<file path="src/hw/eq_pkg.sv">
package eq_pkg;

    // ========================================================================
    // Fixed-point format
    // ========================================================================
    localparam int COEF_FRAC = 14;      // Fraction bits of a Q2.14 tap
    localparam int COEF_ONE  = 16384;   // Unity gain in Q2.14
    localparam int SAMPLE_W  = 16;      // Filtered audio path

    // ========================================================================
    // Filter coefficients
    // ========================================================================
    // Taps of one biquad section
    // B taps feed forward and a taps feed back
    typedef struct packed {
        logic signed [15:0] b0;
        logic signed [15:0] b1;
        logic signed [15:0] b2;
        logic signed [15:0] a1;
        logic signed [15:0] a2;
    } coef_t;

    typedef struct packed {
        coef_t low;
        coef_t mid;
        coef_t high;
    } coef_bank_t;

    // ========================================================================
    // SPI write frame
    // ========================================================================
    // Band number in addr[7:4] and tap number in addr[3:0]
    typedef struct packed {
        logic [7:0]  addr;
        logic [15:0] data;
    } spi_frame_t;

endpackage

</file>
<file path="src/hw/spi_coef_regs.sv">
module spi_coef_regs (
    input  logic               lmmi_clk_i,
    input  logic               reset_n_i,
    input  logic               spi_sck_i,
    input  logic               spi_sdi_i,
    input  logic               spi_cs_n_i,
    output eq_pkg::coef_bank_t coefs_o
);
    import eq_pkg::*;

    localparam int FRAME_BITS = $bits(spi_frame_t);

    logic [2:0] sck_sync;       // Two sync stages plus one for edge detect
    logic [2:0] cs_sync;
    logic [1:0] sdi_sync;
    logic       sck_rise;
    logic       cs_rise;
    logic       cs_active;
    logic [4:0] bit_cnt;
    spi_frame_t frame;
    logic [3:0] band;
    logic [3:0] tap;
    logic       addr_ok;
    logic       commit;

    // Section with one tap replaced
    function automatic coef_t set_tap(input coef_t c, input logic [3:0] sel,
                                      input logic signed [15:0] d);
        coef_t r;
        r = c;
        case (sel)
            4'd0:    r.b0 = d;
            4'd1:    r.b1 = d;
            4'd2:    r.b2 = d;
            4'd3:    r.a1 = d;
            4'd4:    r.a2 = d;
            default: r = c;
        endcase
        return r;
    endfunction

    // ========================================================================
    // Pin synchronizers
    // ========================================================================
    always_ff @(posedge lmmi_clk_i) begin
        if (!reset_n_i) begin
            sck_sync <= '0;
            cs_sync  <= '1;     // Bus idles deselected
            sdi_sync <= '0;
        end else begin
            sck_sync <= {sck_sync[1:0], spi_sck_i};
            cs_sync  <= {cs_sync[1:0], spi_cs_n_i};
            sdi_sync <= {sdi_sync[0], spi_sdi_i};
        end
    end

    assign sck_rise  = sck_sync[1] & ~sck_sync[2];
    assign cs_rise   = cs_sync[1] & ~cs_sync[2];
    assign cs_active = ~cs_sync[1];

    // ========================================================================
    // Frame assembly
    // ========================================================================
    // Counter stops one past a full frame so long frames are rejected too
    always_ff @(posedge lmmi_clk_i) begin
        if (!reset_n_i) begin
            bit_cnt <= '0;
        end else if (!cs_active) begin
            bit_cnt <= '0;
        end else if (sck_rise && bit_cnt <= 5'(FRAME_BITS)) begin
            bit_cnt <= bit_cnt + 5'd1;
        end
    end

    always_ff @(posedge lmmi_clk_i) begin
        if (cs_active && sck_rise) begin
            frame <= {frame[FRAME_BITS-2:0], sdi_sync[1]};   // MSB first
        end
    end

    assign band    = frame.addr[7:4];
    assign tap     = frame.addr[3:0];
    assign addr_ok = (band <= 4'd2) && (tap <= 4'd4);
    assign commit  = cs_rise && (bit_cnt == 5'(FRAME_BITS)) && addr_ok;

    // Coefficient bank
    always_ff @(posedge lmmi_clk_i) begin
        if (!reset_n_i) begin
            coefs_o         <= '0;
            coefs_o.low.b0  <= 16'(COEF_ONE);   // Passthrough setting
            coefs_o.mid.b0  <= 16'(COEF_ONE);
            coefs_o.high.b0 <= 16'(COEF_ONE);
        end else if (commit) begin
            case (band)
                4'd0:    coefs_o.low  <= set_tap(coefs_o.low, tap, frame.data);
                4'd1:    coefs_o.mid  <= set_tap(coefs_o.mid, tap, frame.data);
                default: coefs_o.high <= set_tap(coefs_o.high, tap, frame.data);
            endcase
        end
    end

endmodule

</file>
<file path="src/hw/biquad_cascade.sv">
module biquad_cascade (
    input  logic                               lmmi_clk_i,
    input  logic                               reset_n_i,
    input  eq_pkg::coef_bank_t                 coefs_i,
    input  logic signed [eq_pkg::SAMPLE_W-1:0] sample_i,
    input  logic                               sample_valid_i,
    output logic signed [eq_pkg::SAMPLE_W-1:0] audio_o,
    output logic                               audio_valid_o
);
    import eq_pkg::*;

    localparam int ACC_W  = 40;
    localparam int PROD_W = 16 + SAMPLE_W;
    localparam logic signed [ACC_W-1:0] SAT_MAX = ACC_W'(2 ** (SAMPLE_W - 1) - 1);
    localparam logic signed [ACC_W-1:0] SAT_MIN = ACC_W'(-(2 ** (SAMPLE_W - 1)));

    typedef enum logic [1:0] {
        ST_IDLE,
        ST_MAC,
        ST_FIN
    } state_t;

    state_t                     state;
    logic [1:0]                 sec;        // Active section, low first
    logic [2:0]                 tap;
    coef_bank_t                 coef_q;     // Bank frozen for the current sample
    coef_t                      cur;
    logic signed [SAMPLE_W-1:0] x_cur;      // Input of the active section
    logic signed [SAMPLE_W-1:0] x1 [3];
    logic signed [SAMPLE_W-1:0] x2 [3];
    logic signed [SAMPLE_W-1:0] y1 [3];
    logic signed [SAMPLE_W-1:0] y2 [3];
    logic signed [15:0]         mul_c;
    logic signed [SAMPLE_W-1:0] mul_d;
    logic signed [PROD_W-1:0]   prod;
    logic signed [ACC_W-1:0]    acc;
    logic signed [ACC_W-1:0]    acc_shr;
    logic signed [SAMPLE_W-1:0] y_sat;

    always_comb begin
        case (sec)
            2'd0:    cur = coef_q.low;
            2'd1:    cur = coef_q.mid;
            default: cur = coef_q.high;
        endcase
    end

    // ========================================================================
    // Shared multiplier
    // ========================================================================
    always_comb begin
        mul_c = cur.b0;
        mul_d = x_cur;
        case (tap)
            3'd1: begin
                mul_c = cur.b1;
                mul_d = x1[sec];
            end
            3'd2: begin
                mul_c = cur.b2;
                mul_d = x2[sec];
            end
            3'd3: begin
                mul_c = cur.a1;
                mul_d = y1[sec];
            end
            3'd4: begin
                mul_c = cur.a2;
                mul_d = y2[sec];
            end
            default: ;
        endcase
    end

    assign prod    = mul_c * mul_d;
    assign acc_shr = acc >>> COEF_FRAC;     // Floor toward minus infinity

    always_comb begin
        if (acc_shr > SAT_MAX) begin
            y_sat = SAT_MAX[SAMPLE_W-1:0];
        end else if (acc_shr < SAT_MIN) begin
            y_sat = SAT_MIN[SAMPLE_W-1:0];
        end else begin
            y_sat = acc_shr[SAMPLE_W-1:0];
        end
    end

    // Result is valid in the finalize cycle of the high section
    assign audio_o       = y_sat;
    assign audio_valid_o = (state == ST_FIN) && (sec == 2'd2);

    // ========================================================================
    // Sequencer and section history
    // ========================================================================
    always_ff @(posedge lmmi_clk_i) begin
        if (!reset_n_i) begin
            state <= ST_IDLE;
            sec   <= '0;
            tap   <= '0;
            for (int i = 0; i < 3; i++) begin
                x1[i] <= '0;
                x2[i] <= '0;
                y1[i] <= '0;
                y2[i] <= '0;
            end
        end else begin
            case (state)
                ST_IDLE: begin
                    if (sample_valid_i) begin
                        sec   <= '0;
                        tap   <= '0;
                        state <= ST_MAC;
                    end
                end
                ST_MAC: begin
                    tap <= tap + 3'd1;
                    if (tap == 3'd4) begin
                        state <= ST_FIN;
                    end
                end
                ST_FIN: begin
                    x2[sec] <= x1[sec];
                    x1[sec] <= x_cur;
                    y2[sec] <= y1[sec];
                    y1[sec] <= y_sat;
                    tap     <= '0;
                    if (sec == 2'd2) begin
                        state <= ST_IDLE;
                    end else begin
                        sec   <= sec + 2'd1;
                        state <= ST_MAC;
                    end
                end
                default: state <= ST_IDLE;
            endcase
        end
    end

    // Accumulator and section input
    always_ff @(posedge lmmi_clk_i) begin
        if (state == ST_IDLE && sample_valid_i) begin
            coef_q <= coefs_i;
            x_cur  <= sample_i;
            acc    <= '0;
        end else if (state == ST_MAC) begin
            if (tap >= 3'd3) begin
                acc <= acc - prod;      // Feedback taps subtract
            end else begin
                acc <= acc + prod;
            end
        end else if (state == ST_FIN) begin
            x_cur <= y_sat;             // Feeds the next section
            acc   <= '0;
        end
    end

endmodule

</file>
<file path="src/hw/i2s_rx.sv">
module i2s_rx #(
    parameter int DATA_WIDTH = 24,
    parameter int SCK_HALF   = 4
) (
    input  logic                               lmmi_clk_i,
    input  logic                               reset_n_i,
    input  logic                               i2s_sd_i,
    output logic                               i2s_sck_o,
    output logic                               i2s_ws_o,
    output logic                               sck_fall_o,
    output logic                               frame_start_o,
    output logic signed [eq_pkg::SAMPLE_W-1:0] sample_o,
    output logic                               sample_valid_o
);
    import eq_pkg::*;

    localparam int DIV_W = $clog2(SCK_HALF + 1);

    logic [DIV_W-1:0]      div_cnt;
    logic                  half_tick;
    logic                  sck_rise;
    logic [5:0]            bit_cnt;     // Bit clock position in the frame
    logic [5:0]            bit_nxt;
    logic                  left_data;
    logic                  last_bit;
    logic [DATA_WIDTH-1:0] shreg;
    logic [DATA_WIDTH-1:0] word;

    assign half_tick     = (div_cnt == DIV_W'(SCK_HALF - 1));
    assign sck_rise      = half_tick & ~i2s_sck_o;
    assign sck_fall_o    = half_tick & i2s_sck_o;
    assign bit_nxt       = bit_cnt + 6'd1;
    assign frame_start_o = sck_fall_o && (bit_cnt == 6'd63);
    assign left_data     = (bit_cnt >= 6'd1) && (bit_cnt <= 6'(DATA_WIDTH)); // One-bit delay
    assign last_bit      = sck_rise && (bit_cnt == 6'(DATA_WIDTH));
    assign word          = {shreg[DATA_WIDTH-2:0], i2s_sd_i};

    // Bit clock and word select
    always_ff @(posedge lmmi_clk_i) begin
        if (!reset_n_i) begin
            div_cnt   <= '0;
            i2s_sck_o <= 1'b0;
            bit_cnt   <= '0;
            i2s_ws_o  <= 1'b0;
        end else begin
            div_cnt <= half_tick ? '0 : div_cnt + DIV_W'(1);
            if (half_tick) begin
                i2s_sck_o <= ~i2s_sck_o;
            end
            if (sck_fall_o) begin
                bit_cnt  <= bit_nxt;
                i2s_ws_o <= bit_nxt[5];     // High for the right half
            end
        end
    end

    always_ff @(posedge lmmi_clk_i) begin
        if (!reset_n_i) begin
            sample_valid_o <= 1'b0;
        end else begin
            sample_valid_o <= last_bit;
        end
    end

    // Left slot capture, upper bits kept
    always_ff @(posedge lmmi_clk_i) begin
        if (sck_rise && left_data) begin
            shreg <= word;
        end
        if (last_bit) begin
            sample_o <= word[DATA_WIDTH-1 -: SAMPLE_W];
        end
    end

endmodule

</file>
<file path="src/hw/i2s_tx.sv">
module i2s_tx #(
    parameter int DATA_WIDTH = 24
) (
    input  logic                               lmmi_clk_i,
    input  logic                               reset_n_i,
    input  logic                               sck_fall_i,
    input  logic                               frame_start_i,
    input  logic signed [eq_pkg::SAMPLE_W-1:0] audio_i,
    input  logic                               audio_valid_i,
    output logic                               i2s_sd_o
);
    import eq_pkg::*;

    localparam int PAD_W  = DATA_WIDTH - SAMPLE_W;  // Zeros after the sample
    localparam int TAIL_W = 31 - DATA_WIDTH;        // Idle bits to the end of a slot

    logic signed [SAMPLE_W-1:0] held;
    logic [DATA_WIDTH-1:0]      slot;
    logic [63:0]                frame;
    logic [63:0]                shreg;

    assign slot = {held, {PAD_W{1'b0}}};

    // ========================================================================
    // Frame image
    // ========================================================================
    // Each channel is the delay bit, the slot and then idle zeros
    assign frame = {1'b0, slot, {TAIL_W{1'b0}}, 1'b0, slot, {TAIL_W{1'b0}}};

    always_ff @(posedge lmmi_clk_i) begin
        if (!reset_n_i) begin
            held     <= '0;
            shreg    <= '0;
            i2s_sd_o <= 1'b0;
        end else begin
            if (audio_valid_i) begin
                held <= audio_i;                    // Kept until the next result
            end
            if (sck_fall_i) begin
                if (frame_start_i) begin
                    i2s_sd_o <= frame[63];
                    shreg    <= {frame[62:0], 1'b0};
                end else begin
                    i2s_sd_o <= shreg[63];
                    shreg    <= {shreg[62:0], 1'b0};
                end
            end
        end
    end

endmodule

</file>
<file path="src/hw/audio_eq_top.sv">
module audio_eq_top #(
    parameter int DATA_WIDTH = 24,
    parameter int SCK_HALF   = 4
) (
    input  logic lmmi_clk_i,
    input  logic reset_n_i,
    input  logic spi_sck_i,
    input  logic spi_sdi_i,
    input  logic spi_cs_n_i,
    input  logic i2s_sd_i,
    output logic i2s_sd_o,
    output logic i2s_sck_o,
    output logic i2s_ws_o
);
    import eq_pkg::*;

    logic                       sck_fall;       // Bit clock falling strobe
    logic                       frame_start;
    logic signed [SAMPLE_W-1:0] sample;
    logic                       sample_valid;
    coef_bank_t                 coefs;
    logic signed [SAMPLE_W-1:0] audio;
    logic                       audio_valid;

    // ========================================================================
    // Audio path
    // ========================================================================
    i2s_rx #(
        .DATA_WIDTH (DATA_WIDTH),
        .SCK_HALF   (SCK_HALF)
    ) u_rx (
        .lmmi_clk_i     (lmmi_clk_i),
        .reset_n_i      (reset_n_i),
        .i2s_sd_i       (i2s_sd_i),
        .i2s_sck_o      (i2s_sck_o),
        .i2s_ws_o       (i2s_ws_o),
        .sck_fall_o     (sck_fall),
        .frame_start_o  (frame_start),
        .sample_o       (sample),
        .sample_valid_o (sample_valid)
    );

    biquad_cascade u_eq (
        .lmmi_clk_i     (lmmi_clk_i),
        .reset_n_i      (reset_n_i),
        .coefs_i        (coefs),
        .sample_i       (sample),
        .sample_valid_i (sample_valid),
        .audio_o        (audio),
        .audio_valid_o  (audio_valid)
    );

    i2s_tx #(
        .DATA_WIDTH (DATA_WIDTH)
    ) u_tx (
        .lmmi_clk_i    (lmmi_clk_i),
        .reset_n_i     (reset_n_i),
        .sck_fall_i    (sck_fall),
        .frame_start_i (frame_start),
        .audio_i       (audio),
        .audio_valid_i (audio_valid),
        .i2s_sd_o      (i2s_sd_o)
    );

    // Coefficient writes from the controller
    spi_coef_regs u_regs (
        .lmmi_clk_i (lmmi_clk_i),
        .reset_n_i  (reset_n_i),
        .spi_sck_i  (spi_sck_i),
        .spi_sdi_i  (spi_sdi_i),
        .spi_cs_n_i (spi_cs_n_i),
        .coefs_o    (coefs)
    );

endmodule

</file>
<file path="config.mk">
export PLATFORM = sky130hd
export DESIGN_NAME = audio_eq_top
export DESIGN_NICKNAME = d
export VERILOG_FILES = /design/src/hw/eq_pkg.sv /design/src/hw/spi_coef_regs.sv /design/src/hw/biquad_cascade.sv /design/src/hw/i2s_rx.sv /design/src/hw/i2s_tx.sv /design/src/hw/audio_eq_top.sv
export SDC_FILE = /design/constraint.sdc
export NUM_CORES = 2
export LEC_CHECK = 0
export ABC_CLOCK_PERIOD_IN_PS = 19900
export BUFFER_PORTS_ARGS = -buffer_cell sky130_fd_sc_hd__clkbuf_2
export CORE_ASPECT_RATIO = 0.9
export CORE_MARGIN = 8
export CORE_UTILIZATION = 60
export DETAILED_ROUTE_END_ITERATION = 6
export PLACE_DENSITY_LB_ADDON = 0.15
export SETUP_SLACK_MARGIN = 0.15
export SLEW_MARGIN = 25
export SYNTH_ARGS = -nofsm -noshare
export SYNTH_HDL_FRONTEND = slang
export SYNTH_SLANG_ARGS = --single-unit
</file>
<file path="constraint.sdc">
create_clock -name lmmi_clk_i -period 19.9 [get_ports lmmi_clk_i]
set_clock_uncertainty 0.05 [all_clocks]
set_input_delay 3.98 -clock lmmi_clk_i [delete_from_list [all_inputs] [get_ports lmmi_clk_i]]
set_output_delay 3.98 -clock lmmi_clk_i [all_outputs]
set_load 0.01 [all_outputs]
</file>
## Yosys cells after proc, flatten, opt, wreduce, memory -nomap -nowiden

Memory sizes are Yosys's and may differ from the RTL's. A register that Yosys moved wholly into a read port is not among the register bits.
Cells that the tools add are included.

- Equality and inequality tests: 21
- Magnitude comparators: 8
- Reduce and logical (&&, ||, !) cells: 45
- Bitwise logic cells: 10
- Mux-type cells: 46
- Add/sub/neg operators: 7
- Multiply operators: 1

Operator list:

| cell | number |
|---|---|
| $pmux W80 S2 | 1 |
| $mux W16 | 9 |
| $pmux W16 S4 | 2 |
| $mux W40 | 3 |
| $mux W64 | 1 |
| $reduce_or A16 Y1 | 4 |
| $reduce_and A3 Y1 | 16 |
| $add A40 B32 Y40 | 1 |
| $sub A40 B32 Y40 | 1 |
| $mul A16 B16 Y32 | 1 |
| $mux W2 | 16 |
| $gt A26 B16 Y1 const B | 1 |
| $lt A26 B16 Y1 const B | 1 |
| $logic_and A1 B1 Y1 | 11 |
| $mux W1 | 10 |
| $eq A3 B2 Y1 const B | 3 |
| $pmux W3 S3 | 1 |
| $eq A4 B1 Y1 const B | 2 |
| $eq A4 B2 Y1 const B | 2 |
| $logic_not A4 Y1 | 2 |
| $add A3 B1 Y3 const B | 2 |
| $add A6 B1 Y6 const B | 1 |
| $eq A6 B5 Y1 const B | 1 |
| $eq A6 B6 Y1 const B | 1 |
| other kinds (26) | 45 |

- Word-level logic and storage cells: 193
- Memory bits (writable): 192
- Output and inout port bits: 3
- Input port bits: 6
- Memories kept: 4
- Flip-flop bits (word level): 712

Memory list:

| memory | words | width | read ports | clocked after memory_dff | write ports | RTL line | text |
|---|---|---|---|---|---|---|---|
| u_eq.x1 | 3 | 16 | 1 | 1 | 3 | biquad_cascade.sv:29 | `logic signed [SAMPLE_W-1:0] x1 [3];` |
| u_eq.x2 | 3 | 16 | 1 | 1 | 3 | biquad_cascade.sv:30 | `logic signed [SAMPLE_W-1:0] x2 [3];` |
| u_eq.y1 | 3 | 16 | 1 | 1 | 3 | biquad_cascade.sv:31 | `logic signed [SAMPLE_W-1:0] y1 [3];` |
| u_eq.y2 | 3 | 16 | 1 | 1 | 3 | biquad_cascade.sv:32 | `logic signed [SAMPLE_W-1:0] y2 [3];` |

## Longest topological paths before layout

- Depth in word-level cells: 7
- Mapped depth: 52
- Gate-level depth less buffers: 47

## By module

A second synthesis with hierarchy kept.

- Cells, all modules: 4,438
- Area, all modules: 50,582.3 um^2

Modules (own cells, without submodules):

| module | times used | cells an instance | area each (um^2) | sequential area each (um^2) |
|---|---|---|---|---|
| biquad_cascade | 1 | 3,119 | 35,977.0 | 16,355.7 |
| spi_coef_regs | 1 | 951 | 10,173.5 | 5,785.5 |
| i2s_tx | 1 | 270 | 2,722.6 | 1,301.2 |
| i2s_rx | 1 | 98 | 1,709.1 | 1,391.3 |

## Worst setup path before layout

Ideal clock, no wire load.

- Path kind: reg2reg
- From: register (tool-made name)
- To: register u_eq.acc[37]
- Library setup time: 0.429 ns
- Data required time: 19.421 ns
- Path buffers: 5
- Stages on the path, launching flop included: 43
- Data arrival time: 11.416 ns
- Slack: 8.005 ns
- Clock period less this slack: 11.895 ns
- Path through: dfxtp_1 -> buf_2 -> buf_1 -> buf_1 -> mux4_2 -> a22oi_1 -> a21oi_1 -> a21oi_1 -> clkbuf_1 -> nor2_1 -> fa_1 -> inv_1 -> fa_1 -> fa_1 -> inv_1 -> fa_1 -> fa_1 -> inv_1 -> [7 not listed] -> a21o_1 -> a2111oi_2 -> nand4_1 -> or4_4 -> o21ai_0 -> xor2_1 -> ha_1 -> and2_1 -> a311o_1 -> a21oi_1 -> o21a_1 -> nor3_1 -> o41ai_1 -> nand2b_1 -> a21oi_1 -> xnor2_1 -> a22oi_1 -> nor2_1

RTL lines:

| what | RTL line | text |
|---|---|---|
| end signal, assigned | biquad_cascade.sv:147 | `acc <= acc - prod;` |
| end signal, assigned | biquad_cascade.sv:149 | `acc <= acc + prod;` |
| end, declared | biquad_cascade.sv:36 | `logic signed [ACC_W-1:0] acc;` |

## Final worst setup path

- From: register u_eq.sec[0]
- To: register u_eq.acc[39]

- Word-level cells in the longest chain between the ends: 7
- Elaborated cells on any way between the ends: 9
- Classes of those cells: add/sub (2); mul (1); eq/ne (1); mux (4); reduce/logical (1)

Ends and longest elaborated chain:

| what | RTL line | text |
|---|---|---|
| start, declared | biquad_cascade.sv:24 | `logic [1:0] sec;` |
| start signal, assigned | biquad_cascade.sv:130 | `sec <= sec + 2'd1;` |
| $eq A2 B1 Y1 or $logic_not A2 Y1 (tied branches) | biquad_cascade.sv:41 | `case (sec)` |
| $pmux W80 S2 (*) | biquad_cascade.sv:41 |  |
| $pmux W16 S4 (*) | biquad_cascade.sv:54 | `case (tap)` |
| $mul A16 B16 Y32 (*) | biquad_cascade.sv:75 | `assign prod = mul_c * mul_d;` |
| $add A40 B32 Y40 or $sub A40 B32 Y40 (tied branches) | biquad_cascade.sv:149, biquad_cascade.sv:147 |  |
| $mux W40 (*) | biquad_cascade.sv:146 | `if (tap >= 3'd3) begin` |
| $mux W40 (*) | biquad_cascade.sv:145 | `end else if (state == ST_MAC) begin` |

Mark *: on every way between the ends. The rest lies on a longest branch, timed or not.
A chain may end at the register's enable or synchronous reset.

==> metrics.md <==
| Metric | Value |
|---|---|
| Critical path class | `register to register` |
| Gpl congestion | `0.878` |
| Initial Util | `0.603` |
| Routed length per instance | `21.3 um` |
| Register bit total from synthesis | `953` |
| Pin count of the biggest net entering global routing | `between 100 and 150` |
| GRT Max-Usage Layer | `met2` |
| Vias per cell | `slightly below 6` |
| Die area | `0.0924 mm^2` |
| CTS H-Tree Depth | `3` |
| Worst reg2reg startpoint | `u_eq.sec[0]` |
| Status | `finished clean` |
| Final Hold Viols | `0` |
| Setup crit start | `u_eq.sec[0]` |
| # rows | `100` |
| # setup viols final | `0` |
| Peak supply drop | `0.0988 mV` |
| Nets@finish | `4665` |
| Syn Nets | `4712` |
| Fmax | `78.8 MHz` |
| Synthesized area | `0.0498 mm^2` |
| Detailed Route WL | `115000 um` |
| Worst Tran Pin Value | `1.07 ns` |
| DR DRC count | `0` |
| Maxcap violations | `0` |
| Final period util | `0.638` |
| Critical path required time | `20.44 ns` |
| Worst hold path class | `register to register` |
| Worst path slowest cell | `a31oi_1` |
| Seq/Total Area, Yosys | `0.499` |
| # placed instances | `5225` |
| Final Slew Violations | `0` |
| Worst Setup End Kind | `register` |
| RR Endpoint | `u_eq.acc[39]` |
| Ratio of cells with drive above 1 in the final layout | `0.0858` |
| CTS tree | `done` |
| Die X | `320 um` |
| Grt total ovfl | `0` |
| Crit path launch type | `register` |
| Input/output buffers | `8` |
| Critical path peak fanout | `46` |
| CP arrival | `13.23 ns` |
| Total number of vias | `32000` |
| Non-Filler Instances | `about 5400` |
| Ys flop type | `edfxtp_1` |
| P_leak | `21.6 nW` |
| Switching power | `2.13 mW` |
| Synth async-reset ratio | `0` |
| Drt pass-1 iters | `7` |
| Clk Latency, worst-skew pair | `0.68 ns` |
| Max clock buf depth | `3` |
| Slack of the worst reg-to-reg path | `7.21 ns` |
| Total CTS buffers | `95` |
| Post-synthesis cell count | `~4300` |
| Via count of the first global-routing pass | `31900` |
| Layout area overhead | `9.13%` |
| Internal power | `4.04 mW` |
| Global-route wire length before repair | `between 150000 and 200000 um` |
| DR iter-0 viols | `around 2900` |
| Number of synthesized flops with an enable pin | `between 500 and 600` |
| Initial antenna violation count | `3` |
| DP Worst Slack | `7.33 ns` |
| Placeable Area | `0.0825 mm^2` |
| Root Buffer | `clkbuf_16` |
| Count of different cell masters after synthesis | `between 80 and 90` |
| Post-route ant nets | `0` |
| Final TNS setup | `0 ns` |
| Post-Syn Area per Cell | `11.6 um^2` |
| Seq pwr share | `0.358` |
| R2R cell count | `41` |
| Final WS setup | `7.21 ns` |
| CP max stage delay | `0.75 ns` |
| Post-cts resize count | `0` |
| Worst-path clk slew | `around 0.060 ns` |
| Clk pwr share | `0.304` |
| Combinational power share | `0.338` |
| Cell mode on critical path | `fa_1` |
| Io pins | `9` |
| N_diodes | `0` |
| Post-DP HPWL | `~74000 um` |
| Crit path capture | `u_eq.acc[39]` |
| TritonCTS Sinks | `~950` |
| Crit path time final | `12.69 ns` |
| Net Sw Frac | `0.345` |
| Tot GR Track Use | `0.250` |
| Met3 GRT Util | `0.0408` |
| Die Ht | `just under 300 um` |
| Yosys warnings | `0` |
| RSZ-0062 raised after global routing | `false` |
| Met1 Usage GRT | `0.354` |
| PwrDens | `114 mW/mm^2` |
| Relative slew slack | `0.277` |
| Postcts setup bufs | `0` |
| Cts hold-fix bufs | `0` |
| Met2 Resource Use GR | `0.398` |
worst max-delay path: cells and delay by family, from the launching register on:
family / cells / cell delay, ns
adder cells (fa/ha/maj): 9 / 4.17
buffers and inverters: 6 / 1.15
flip-flops: 1 / 0.42
AO/OA/AOI/OAI: 14 / 4.00
XOR/XNOR: 1 / 0.18
AND/OR/NAND/NOR: 11 / 2.59
cells in the final DEF (no fill, tap or decap), types with 19 or more instances in the layout:
master,netlist,routed
mux4_2,62,62
clkbuf_16,0,101
buf_4,0,76
a21boi_0,36,36
dfxtp_1,378,376
nand3_1,52,51
nand4_1,21,21
a21o_1,35,35
nand2b_1,53,53
nor3_1,21,20
nor4_1,24,24
xor2_1,38,38
nor2b_1,277,276
nor2_1,287,283
ha_1,143,140
edfxtp_1,575,575
a21oi_1,167,166
o21ai_0,131,122
nand2_1,269,265
xnor2_1,50,50
mux2i_1,245,245
a22oi_1,93,93
and2_1,170,169
a22o_1,37,37
inv_1,376,374
clkinv_2,0,19
fa_1,264,264
a31oi_1,60,59
through the flow:
stage / hold slack [ns] / total power, mW / instance area [um^2] / utilization
2_1_floorplan: 0.336 / 3.79 / 49800 / -
4_1_cts: 0.358 / 6.17 / 54300 / 0.658
3_5_place_dp: 0.343 / 4.29 / 51000 / 0.618
3_3_place_gp: 0.341 / 4.28 / 51000 / 0.618
5_1_grt: 0.366 / 6.53 / 54300 / 0.659
6_report: 0.357 / 6.17 / 54300 / 0.659
synth_stat cells, drive strengths merged, types with 143 or more instances:
| library cell | instances | share of area |
|---|---|---|
| nor2 | 289 | 0.022 |
| and2 | 171 | 0.022 |
| dfxtp | 378 | 0.15 |
| nand2 | 269 | 0.020 |
| a21oi | 167 | 0.017 |
| inv | 378 | 0.029 |
| mux2i | 245 | 0.049 |
| clkbuf | 194 | 0.015 |
| edfxtp | 575 | 0.35 |
| fa | 264 | 0.11 |
| ha | 143 | 0.036 |
| nor2b | 277 | 0.035 |
state kept, by name, indices dropped and copies added (netlist names), 3 cells and up, named ones only:
name             flops
u_rx.bit_cnt         6
u_eq.x1             64
u_rx.sample_o       16
u_rx.shreg          23
u_regs.band          4
u_eq.x_cur          16
u_regs.frame        20
u_regs.cs_sync       3
u_tx.shreg          48
u_regs.bit_cnt       5
u_tx.held           16
u_eq.y1             64
u_eq.acc            40
u_eq.x2             64
u_eq.tap             3
u_regs.coefs_o     240
u_eq.y2             64
u_rx.div_cnt         3
u_regs.sck_sync      3
u_eq.coef_q        240
area by class of cell:
cell class	count	area [um^2]
Fill cell	6129	28200
Sequential cell	953	24800
Multi-Input combinational cell	2739	22700
Clock buffer	126	2710
Inverter	378	1430
Tap cell	1071	1340
Timing Repair Buffer	85	647
Clock inverter	53	606
cells by family (layout without fill, tap and decap cells):
logic type               after synthesis  after routing  share of synthesized area
AND/OR/NAND/NOR                     1249           1249                      0.129
AO/OA/AOI/OAI                        685            685                     0.0901
flip-flops                           953            953                      0.499
XOR/XNOR                              88             88                     0.0155
buffers and inverters                607            642                     0.0461
adder cells (fa/ha/maj)              407            407                      0.142
multiplexers                         310            310                     0.0780
per-layer routing:
metal | up-vias | share of wire | wire length, um
met2 | 1043 | 0.46 | 52700
met3 | 193 | 0.070 | 8080
met4 | 2 | 0.029 | 3290
met5 | - | 0.00011 | 13
met1 | 15900 | 0.44 | 51200
li1 | 14800 | - | -
how the worst min path moves through the flow:
stage	startpoint	end	slack (ns)	cells past startpoint
final	u_regs.sdi_sync[1]	u_regs.frame[0]	0.36	0
after global routing	u_regs.cs_sync[0]	u_regs.cs_sync[1]	0.37	1
after CTS	u_regs.cs_sync[0]	u_regs.cs_sync[1]	0.36	1
after detailed placement	u_regs.cs_sync[0]	u_regs.cs_sync[1]	0.34	1
after global placement	u_regs.cs_sync[0]	u_regs.cs_sync[1]	0.34	1
after floorplan	u_regs.sdi_sync[1]	u_regs.frame[0]	0.34	0
power groups by stage:
stage	clock [mW]	combinational, mW	sequential (mW)
floorplan	0	1.56	2.23
global placement	0	2.03	2.25
detailed placement	0	2.04	2.25
CTS	1.90	2.06	2.21
global route	1.98	2.34	2.21
finish	1.88	2.09	2.21
Note: power is estimated with default switching activity, not from simulation.
